### src/hdl/rvPkg.sv
package rvPkg;

   // datapath widths
   localparam int Xlen    = 32;
   localparam int RegIdxW = 5;

   // instruction field widths
   localparam int OpcodeW = 7;
   localparam int Funct3W = 3;
   localparam int Funct7W = 7;

   // lsb of each field in the instruction word
   localparam int RdLsb     = 7;
   localparam int Funct3Lsb = 12;
   localparam int Rs1Lsb    = 15;
   localparam int Rs2Lsb    = 20;
   localparam int Funct7Lsb = 25;

   // major opcodes
   typedef enum logic [OpcodeW-1:0] {
      opLoad  = 7'b0000011,
      opImm   = 7'b0010011,
      opStore = 7'b0100011,
      opReg   = 7'b0110011,
      opLui   = 7'b0110111,
      opHalt  = 7'b1111111
   } opcodeE;

   typedef enum logic [3:0] {
      aluAdd,
      aluSub,
      aluXor,
      aluOr,
      aluAnd,
      aluSll,
      aluSrl,
      aluSra
   } aluOpE;

   // funct7 of SUB and SRAI
   localparam logic [Funct7W-1:0] Funct7Alt = 7'b0100000;

   // word access, LW and SW
   localparam logic [Funct3W-1:0] Funct3Lw = 3'b010;

endpackage

### src/hdl/rvAlu.sv
module rvAlu (
   input  rvPkg::aluOpE           aluOp,
   input  logic [rvPkg::Xlen-1:0] opA,
   input  logic [rvPkg::Xlen-1:0] opB,
   input  logic [rvPkg::Xlen-1:0] imm,
   input  logic                   useImm,
   output logic [rvPkg::Xlen-1:0] aluResult
);

   localparam int ShamtW = $clog2(rvPkg::Xlen);

   logic [rvPkg::Xlen-1:0] opSel;
   logic [ShamtW-1:0]      shamt;

   assign opSel = useImm ? imm : opB;
   assign shamt = opSel[ShamtW-1:0];   // only low bits shift

   always_comb begin
      case (aluOp)
         rvPkg::aluAdd: aluResult = opA + opSel;
         rvPkg::aluSub: aluResult = opA - opSel;
         rvPkg::aluXor: aluResult = opA ^ opSel;
         rvPkg::aluOr:  aluResult = opA | opSel;
         rvPkg::aluAnd: aluResult = opA & opSel;
         rvPkg::aluSll: aluResult = opA << shamt;
         rvPkg::aluSrl: aluResult = opA >> shamt;
         rvPkg::aluSra: aluResult = $signed(opA) >>> shamt;
         default:       aluResult = '0;
      endcase
   end

endmodule

### src/hdl/rvCore.sv
module rvCore #(
   parameter int unsigned AddrW   = 32,
   parameter int unsigned PcStart = 0
) (
   input  logic                   clk,
   input  logic                   rstn,
   input  logic                   memVld,
   input  logic [rvPkg::Xlen-1:0] memRData,
   input  logic                   loadEn,
   output logic                   memRdy,
   output logic [AddrW-1:0]       memAddr,
   output logic                   memWEn,
   output logic [rvPkg::Xlen-1:0] memWData,
   output logic                   halt
);

   rvPkg::aluOpE              aluOp;
   logic [rvPkg::Xlen-1:0]    instr;
   logic [rvPkg::Xlen-1:0]    imm;
   logic [rvPkg::Xlen-1:0]    aluResult;
   logic [rvPkg::Xlen-1:0]    rs1Data;
   logic [rvPkg::Xlen-1:0]    rs2Data;
   logic [rvPkg::Xlen-1:0]    regWData;
   logic [rvPkg::RegIdxW-1:0] rs1;
   logic [rvPkg::RegIdxW-1:0] rs2;
   logic [rvPkg::RegIdxW-1:0] rd;
   logic [rvPkg::RegIdxW-1:0] regWAddr;
   logic                      regWEn;
   logic                      useImm;
   logic                      isAlu;
   logic                      isLui;
   logic                      isLoad;
   logic                      isStore;
   logic                      isHalt;
   logic                      isInvalid;

   rvSeqCtrl #(
      .AddrW   (AddrW),
      .PcStart (PcStart)
   ) i_rvSeqCtrl (
      .clk       (clk),
      .rstn      (rstn),
      .memVld    (memVld),
      .memRData  (memRData),
      .loadEn    (loadEn),
      .isAlu     (isAlu),
      .isLui     (isLui),
      .isLoad    (isLoad),
      .isStore   (isStore),
      .isHalt    (isHalt),
      .isInvalid (isInvalid),
      .imm       (imm),
      .rd        (rd),
      .aluResult (aluResult),
      .rs2Data   (rs2Data),
      .instr     (instr),
      .memRdy    (memRdy),
      .memAddr   (memAddr),
      .memWEn    (memWEn),
      .memWData  (memWData),
      .halt      (halt),
      .regWEn    (regWEn),
      .regWAddr  (regWAddr),
      .regWData  (regWData)
   );

   rvDecoder i_rvDecoder (
      .instr     (instr),
      .aluOp     (aluOp),
      .rs1       (rs1),
      .rs2       (rs2),
      .rd        (rd),
      .imm       (imm),
      .useImm    (useImm),
      .isAlu     (isAlu),
      .isLui     (isLui),
      .isLoad    (isLoad),
      .isStore   (isStore),
      .isHalt    (isHalt),
      .isInvalid (isInvalid)
   );

   rvAlu i_rvAlu (
      .aluOp     (aluOp),
      .opA       (rs1Data),
      .opB       (rs2Data),
      .imm       (imm),
      .useImm    (useImm),
      .aluResult (aluResult)
   );

   rvRegFile i_rvRegFile (
      .clk     (clk),
      .rstn    (rstn),
      .rs1     (rs1),
      .rs2     (rs2),
      .wEn     (regWEn),
      .wAddr   (regWAddr),
      .wData   (regWData),
      .rs1Data (rs1Data),
      .rs2Data (rs2Data)
   );

endmodule

### src/hdl/rvDecoder.sv
module rvDecoder (
   input  logic [rvPkg::Xlen-1:0]    instr,
   output rvPkg::aluOpE              aluOp,
   output logic [rvPkg::RegIdxW-1:0] rs1,
   output logic [rvPkg::RegIdxW-1:0] rs2,
   output logic [rvPkg::RegIdxW-1:0] rd,
   output logic [rvPkg::Xlen-1:0]    imm,
   output logic                      useImm,
   output logic                      isAlu,
   output logic                      isLui,
   output logic                      isLoad,
   output logic                      isStore,
   output logic                      isHalt,
   output logic                      isInvalid
);

   rvPkg::opcodeE                opcode;
   logic [rvPkg::Funct3W-1:0]    funct3;
   logic [rvPkg::Funct7W-1:0]    funct7;
   logic [rvPkg::Xlen-1:0]       immI;
   logic [rvPkg::Xlen-1:0]       immS;
   logic [rvPkg::Xlen-1:0]       immU;
   logic [rvPkg::Xlen-1:0]       shamt;

   assign opcode = rvPkg::opcodeE'(instr[rvPkg::OpcodeW-1:0]);
   assign funct3 = instr[rvPkg::Funct3Lsb +: rvPkg::Funct3W];
   assign funct7 = instr[rvPkg::Funct7Lsb +: rvPkg::Funct7W];
   assign rs1    = instr[rvPkg::Rs1Lsb +: rvPkg::RegIdxW];
   assign rs2    = instr[rvPkg::Rs2Lsb +: rvPkg::RegIdxW];
   assign rd     = instr[rvPkg::RdLsb +: rvPkg::RegIdxW];

   assign immI  = {{(rvPkg::Xlen-12){instr[31]}}, instr[31:20]};
   assign immS  = {{(rvPkg::Xlen-12){instr[31]}}, instr[31:25], instr[11:7]};
   assign immU  = {instr[31:12], 12'b0};                 // already shifted
   assign shamt = {{(rvPkg::Xlen-5){1'b0}}, instr[24:20]};

   assign useImm = (opcode != rvPkg::opReg);

   always_comb begin
      aluOp     = rvPkg::aluAdd;  // load/store address add
      imm       = immI;
      isAlu     = 1'b0;
      isLui     = 1'b0;
      isLoad    = 1'b0;
      isStore   = 1'b0;
      isHalt    = 1'b0;
      isInvalid = 1'b0;
      case (opcode)
         rvPkg::opImm: begin
            isAlu = 1'b1;
            case (funct3)
               3'b000: aluOp = rvPkg::aluAdd;
               3'b100: aluOp = rvPkg::aluXor;
               3'b110: aluOp = rvPkg::aluOr;
               3'b111: aluOp = rvPkg::aluAnd;
               3'b001: begin
                  aluOp     = rvPkg::aluSll;
                  imm       = shamt;
                  isInvalid = (funct7 != '0);
               end
               3'b101: begin
                  aluOp     = (funct7 == rvPkg::Funct7Alt) ? rvPkg::aluSra : rvPkg::aluSrl;
                  imm       = shamt;
                  isInvalid = (funct7 != '0) && (funct7 != rvPkg::Funct7Alt);
               end
               default: isInvalid = 1'b1;  // slti, sltiu
            endcase
         end
         rvPkg::opReg: begin
            isAlu = 1'b1;
            case ({funct7, funct3})
               {7'b0, 3'b000}:           aluOp = rvPkg::aluAdd;
               {rvPkg::Funct7Alt, 3'b000}: aluOp = rvPkg::aluSub;
               {7'b0, 3'b100}:           aluOp = rvPkg::aluXor;
               {7'b0, 3'b110}:           aluOp = rvPkg::aluOr;
               {7'b0, 3'b111}:           aluOp = rvPkg::aluAnd;
               {7'b0, 3'b001}:           aluOp = rvPkg::aluSll;
               default:                  isInvalid = 1'b1;
            endcase
         end
         rvPkg::opLui: begin
            isLui = 1'b1;
            imm   = immU;
         end
         rvPkg::opLoad: begin
            isLoad    = (funct3 == rvPkg::Funct3Lw);
            isInvalid = (funct3 != rvPkg::Funct3Lw);
         end
         rvPkg::opStore: begin
            imm       = immS;
            isStore   = (funct3 == rvPkg::Funct3Lw);
            isInvalid = (funct3 != rvPkg::Funct3Lw);
         end
         rvPkg::opHalt: isHalt = 1'b1;
         default:       isInvalid = 1'b1;
      endcase
      // a bad word never carries a class flag
      if (isInvalid) begin
         isAlu = 1'b0;
      end
   end

endmodule

### src/hdl/rvRegFile.sv
module rvRegFile (
   input  logic                      clk,
   input  logic                      rstn,
   input  logic [rvPkg::RegIdxW-1:0] rs1,
   input  logic [rvPkg::RegIdxW-1:0] rs2,
   input  logic                      wEn,
   input  logic [rvPkg::RegIdxW-1:0] wAddr,
   input  logic [rvPkg::Xlen-1:0]    wData,
   output logic [rvPkg::Xlen-1:0]    rs1Data,
   output logic [rvPkg::Xlen-1:0]    rs2Data
);

   localparam int NumRegs = 2 ** rvPkg::RegIdxW;

   logic [rvPkg::Xlen-1:0] regs [NumRegs];

   always_ff @(posedge clk) begin
      if (!rstn) begin
         for (int i = 0; i < NumRegs; i++) begin
            regs[i] <= '0;
         end
      end else if (wEn && (wAddr != '0)) begin  // x0 stays zero
         regs[wAddr] <= wData;
      end
   end

   assign rs1Data = regs[rs1];
   assign rs2Data = regs[rs2];

endmodule

### src/hdl/rvSeqCtrl.sv
module rvSeqCtrl #(
   parameter int unsigned AddrW   = 32,
   parameter int unsigned PcStart = 0
) (
   input  logic                      clk,
   input  logic                      rstn,
   input  logic                      memVld,
   input  logic [rvPkg::Xlen-1:0]    memRData,
   input  logic                      loadEn,
   input  logic                      isAlu,
   input  logic                      isLui,
   input  logic                      isLoad,
   input  logic                      isStore,
   input  logic                      isHalt,
   input  logic                      isInvalid,
   input  logic [rvPkg::Xlen-1:0]    imm,
   input  logic [rvPkg::RegIdxW-1:0] rd,
   input  logic [rvPkg::Xlen-1:0]    aluResult,
   input  logic [rvPkg::Xlen-1:0]    rs2Data,
   output logic [rvPkg::Xlen-1:0]    instr,
   output logic                      memRdy,
   output logic [AddrW-1:0]          memAddr,
   output logic                      memWEn,
   output logic [rvPkg::Xlen-1:0]    memWData,
   output logic                      halt,
   output logic                      regWEn,
   output logic [rvPkg::RegIdxW-1:0] regWAddr,
   output logic [rvPkg::Xlen-1:0]    regWData
);

   typedef enum logic [1:0] {
      stHalted,
      stFetch,
      stExec,
      stMem
   } stateE;

   stateE            state;
   logic [AddrW-1:0] pc;
   logic             memDone;
   logic             isMemOp;

   assign memDone = memRdy && memVld;  // memVld alone is ignored
   assign isMemOp = isLoad || isStore;

   always_ff @(posedge clk) begin
      if (!rstn) begin
         state  <= stHalted;
         halt   <= 1'b1;
         memRdy <= 1'b0;
         memWEn <= 1'b0;
         pc     <= AddrW'(PcStart);
      end else begin
         case (state)
            stHalted: begin
               if (loadEn) begin
                  halt   <= 1'b0;
                  memRdy <= 1'b1;
                  state  <= stFetch;
               end
            end
            stFetch: begin
               if (!memRdy) begin
                  memRdy <= 1'b1;     // first cycle after a data access
               end else if (memVld) begin
                  memRdy <= 1'b0;
                  pc     <= pc + AddrW'(1);
                  state  <= stExec;
               end
            end
            stExec: begin
               if (isHalt || isInvalid) begin
                  halt  <= 1'b1;
                  state <= stHalted;
               end else if (isMemOp) begin
                  memRdy <= 1'b1;
                  memWEn <= isStore;
                  state  <= stMem;
               end else begin
                  memRdy <= 1'b1;     // alu or lui, straight to next fetch
                  state  <= stFetch;
               end
            end
            stMem: begin
               if (memDone) begin
                  memRdy <= 1'b0;
                  memWEn <= 1'b0;
                  state  <= stFetch;
               end
            end
            default: state <= stHalted;
         endcase
      end
   end

   // request payload, held while memRdy is up
   always_ff @(posedge clk) begin
      case (state)
         stHalted: begin
            memAddr <= pc;
         end
         stFetch: begin
            if (!memRdy) begin
               memAddr <= pc;
            end else if (memVld) begin
               instr <= memRData;
            end
         end
         stExec: begin
            if (isMemOp) begin
               memAddr  <= AddrW'(aluResult);
               memWData <= rs2Data;
            end else begin
               memAddr <= pc;         // pc already points past this one
            end
         end
         default: ;
      endcase
   end

   // write-back
   always_comb begin
      regWAddr = rd;
      regWEn   = 1'b0;
      regWData = isLui ? imm : aluResult;
      if (state == stExec) begin
         regWEn = isAlu || isLui;
      end else if (state == stMem) begin
         regWEn   = isLoad && memDone;
         regWData = memRData;
      end
   end

endmodule

### config.mk
export PLATFORM = sky130hd
export DESIGN_NAME = rvCore
export DESIGN_NICKNAME = d
export VERILOG_FILES = /design/src/hdl/rvPkg.sv /design/src/hdl/rvAlu.sv /design/src/hdl/rvCore.sv /design/src/hdl/rvDecoder.sv /design/src/hdl/rvRegFile.sv /design/src/hdl/rvSeqCtrl.sv
export SDC_FILE = /design/constraint.sdc
export NUM_CORES = 2
export LEC_CHECK = 0
export BUFFER_PORTS_ARGS = -buffer_cell sky130_fd_sc_hd__buf_4
export CELL_PAD_IN_SITES_DETAIL_PLACEMENT = 1
export CELL_PAD_IN_SITES_GLOBAL_PLACEMENT = 1
export CORE_ASPECT_RATIO = 1.75
export CORE_UTILIZATION = 50
export CTS_CLUSTER_DIAMETER = 60
export DETAILED_ROUTE_END_ITERATION = 7
export PLACE_DENSITY = 0.82
export SLEW_MARGIN = 20
export SYNTH_ARGS = -nofsm -noshare
export SYNTH_HDL_FRONTEND = slang
export SYNTH_SLANG_ARGS = --single-unit
### constraint.sdc
create_clock -name clk -period 13.8 [get_ports clk]
set_input_delay 0.69 -clock clk [delete_from_list [all_inputs] [get_ports clk]]
set_output_delay 0.69 -clock clk [all_outputs]
set_load 0.05 [all_outputs]
==> impl_metrics.toml <==
[status]
run_status = "finished clean"

[grt]
grt_antenna_before_repair = 30
gr_overflow_total = 0
grt_max_degree = 130
grt.total_usage_pct = 54.99
grt_first_pass_wirelength_um = 523500
vias_in_the_first_global_route = 63410

[critical_path]
critical_path_startpoint_category = "flip-flop"
worst-path-max-fanout = 42
worstPathRequired_ns = 14.39
endpoint_kind = "flip-flop"
worst_path_largest_cell_delay_ns = 0.87
critPathArrivalTime_ns = 10.78
critical_path_class = "reg -> reg"
cp_slowest_cell = "sky130_fd_sc_hd__o31ai_2"
critPathMostFrequentCell = "sky130_fd_sc_hd__buf_4"

[floorplan]
num_rows = 180
fp.dieH_um = 494.0
ioPinCount = 103
core_area_mm2 = 0.1374
starting_density_of_the_core_pct = 50.35
die_width_um = 283.2
die-area_mm2 = 0.1399

[timing]
min_period_over_period_pct = 73.81
worst_case_headroom_to_the_max_slew_limit_pct = 5.715
setup_total_negative_slack_ns = 0
slew_viol_final = 0
final_period_minus_worst_setup_slack_ns = 10.19
timing.fmax_mhz = 98.18
final_setup_slack_of_the_worst_path_ns = 3.614
report.final.hold_viol_count = 0
finalSetupViolations = 0
fin_skew_ns = 0.04557
setup_repair_after_global_routing_missed_its_margin = "no"
tightestPinTransition_ns = 1.414

[clock_tree]
clockRootBuffer = "sky130_fd_sc_hd__clkbuf_16"
clock_tree_from_tritoncts = "built"
clock_input_transition_at_the_sequential_cells_of_the_worst_setup_and_hold_paths_ns = 0.07
cts-resized-gates = 0
cts.sink_count = 1167
cts.hold.buffers_added = 0
cts-buffers-inserted = 112
cts_htree_levels = 3
cts_post_setup_buffers_inserted = 0
clockBufferDepth = 3
worst_skew_pair.late_latency_ns = 0.81

[synthesis]
post_synthesis_compound_gate_area_fraction_pct = 12.38
synth_async_sr_flop_share_pct = 0
yosys_register_bits = 1167
post_synthesis_share_of_cell_area_spent_on_xor_and_xnor_gates_pct = 1.064
synth_warnings = 0
synthesis.area_per_instance_um2 = 11.23
postSynth.topFlopCell = "sky130_fd_sc_hd__edfxtp_1"
syn-instance-count = 6162
synth-adder-area-share_pct = 1.874
mappedNetlistArea_mm2 = 0.06917
muxShareOfSynthArea_pct = 16.95
synth.distinct_cells = 113
number_of_flops_mapped_to_enable_cells_by_yosys = 1120
dominant_combinational_cell_family_by_area_after_synthesis = "multiplexers"
share_of_the_yosys_chip_area_belonging_to_registers_pct = 49.98
post_synth_and_or_nand_nor_area_fraction_pct = 12.99

[layout]
drive_gt1_share_pct = 17.66
final_design_area_no_fill_mm2 = 0.07601
layout-area-overhead-vs-synth_pct = 9.895
post-route-util_pct = 55.33
num-nets-final = 6269

[place]
numPortBuffers = 102
detailedPlacementHpwl_um = 253100
postPlaceCellArea_mm2 = 0.07206
place_worst_setup_slack_ns = 4.200
finalWeightedCongestion = 1.087

[pwr]
total_power_mw = 10.34
vdd.ir_drop.worst_uv = 111.4
static-leakage-power_nw = 28.57
power_density_mw_per_mm2 = 136.0

[drt]
drcViolationCount = 0
postRouteAntennaNets = 0
routedWlPerCell_um = 48.01
vias_per_cell = 7.780
routed_wl_um = 387400
dr.first_iter.drc_count = 10590
firstDrtPassIters = 7
vias = 62770

[run]
max_cap_violations = 0

[worst_hold_path]
worstHoldPathType = "in -> reg"
[synth_stat cells, types with 36 or more instances]
library cell,instances,area (um^2)
sky130_fd_sc_hd__edfxtp_1,1120,33630
sky130_fd_sc_hd__nor2_1,1074,4031
sky130_fd_sc_hd__mux2i_1,694,6947
sky130_fd_sc_hd__a22oi_1,362,2718
sky130_fd_sc_hd__clkbuf_1,309,1160
sky130_fd_sc_hd__nand2_1,296,1111
sky130_fd_sc_hd__a21oi_1,242,1211
sky130_fd_sc_hd__nand3_1,191,955.9
sky130_fd_sc_hd__mux4_2,189,4257
sky130_fd_sc_hd__o21ai_0,141,705.7
sky130_fd_sc_hd__buf_2,124,620.6
sky130_fd_sc_hd__ha_1,102,1276
sky130_fd_sc_hd__nor2_2,92,575.6
sky130_fd_sc_hd__inv_1,91,341.6
sky130_fd_sc_hd__nor3_1,75,375.4
sky130_fd_sc_hd__a211oi_1,64,480.5
sky130_fd_sc_hd__buf_6,60,675.7
sky130_fd_sc_hd__nand4_1,52,325.3
sky130_fd_sc_hd__xnor2_1,52,455.4
sky130_fd_sc_hd__dfxtp_1,47,940.9
sky130_fd_sc_hd__mux2_2,42,473.0
sky130_fd_sc_hd__and3_1,36,225.2
[flip-flops by register name (all words and copies together), names as in the netlist, named ones only]
name	flops
i_rvSeqCtrl.pc	32
i_rvSeqCtrl.memWData	32
i_rvSeqCtrl.state	2
i_rvSeqCtrl.memRdy	1
i_rvSeqCtrl.memAddr	32
i_rvRegFile.regs	1024
i_rvSeqCtrl.instr	32
i_rvSeqCtrl.memWEn	1
i_rvSeqCtrl.halt	1
[path summary, 6_finish.rpt]
path                          from                        to  slack [ns]  cells after the start
setup reg to reg         flip-flop  i_rvRegFile.regs[16][31]        3.61                     25
hold reg to reg   i_rvSeqCtrl.halt          i_rvSeqCtrl.halt        0.50                      2
hold / removal        memRData[16]     i_rvSeqCtrl.instr[16]        0.09                      1
setup / recovery         flip-flop  i_rvRegFile.regs[16][31]        3.61                     25
[metal layers]
metal | up-vias | track usage [%] | routed length [um]
met1 | 30690 | 53.74 | 108100
met2 | 6265 | 82.13 | 168400
li1 | 23170 | - | -
met3 | 2637 | 24.00 | 54750
met5 | - | 0.3425 | 42
met4 | 6 | 62.43 | 56030
[cell type report]
| type | count | area, um^2 |
|---|---|---|
| antenna | 30 | 75.07 |
| clock buffer | 138 | 2973 |
| clock inverter | 64 | 691.9 |
| fill | 14210 | 61370 |
| inverter | 95 | 361.6 |
| multi-input combinational | 4369 | 32000 |
| sequential | 1167 | 34600 |
| tap | 1820 | 2277 |
| timing repair buffer | 385 | 3038 |
[cells by family (layout without fill, tap and decap cells)]
kind of cell | Yosys count | in the layout
flops | 1167 | 1167
xor+xnor | 84 | 84
compound gates | 1216 | 1216
other cells | 1 | 62
mux | 929 | 929
fa+ha+maj | 103 | 103
simple gates | 2005 | 2005
buf+inv | 657 | 682
[worst max-delay path: cells and delay by family (launching register included)]
| family | cells | cell delay (ns) |
|---|---|---|
| compound gates | 14 | 4.83 |
| xor+xnor | 1 | 0.13 |
| flops | 1 | 0.32 |
| buf+inv | 4 | 1.57 |
| fa+ha+maj | 2 | 1.00 |
| simple gates | 4 | 1.95 |
[power breakdown]
group	internal, mW	switching [mW]	total (mW)	leakage, nW
clock network	1.71	1.51	3.22	1.77
registers	4.01	0.112	4.13	11.9
logic	0.755	2.24	2.99	14.9
[placed cells by master (no fill, tap or decap), types with 101 or more instances in the layout]
| cell | instances |
|---|---|
| sky130_fd_sc_hd__mux2i_1 | 688 |
| sky130_fd_sc_hd__a22oi_1 | 349 |
| sky130_fd_sc_hd__clkbuf_16 | 114 |
| sky130_fd_sc_hd__a21oi_1 | 239 |
| sky130_fd_sc_hd__ha_1 | 102 |
| sky130_fd_sc_hd__edfxtp_1 | 1120 |
| sky130_fd_sc_hd__o21ai_0 | 130 |
| sky130_fd_sc_hd__nor2_1 | 1062 |
| sky130_fd_sc_hd__nand3_1 | 189 |
| sky130_fd_sc_hd__mux4_2 | 189 |
| sky130_fd_sc_hd__buf_4 | 374 |
| sky130_fd_sc_hd__nand2_1 | 235 |
| sky130_fd_sc_hd__nor2_2 | 101 |
[metrics by stage]
step	std cells	hold WS (ns)
3_3_place_gp	7829	0.4718
2_1_floorplan	6193	0.4643
6_report	8068	0.08540
4_1_cts	8031	0.08926
5_1_grt	8049	0.08513
3_5_place_dp	7829	0.4885
Power figures use the tool's default switching activity.
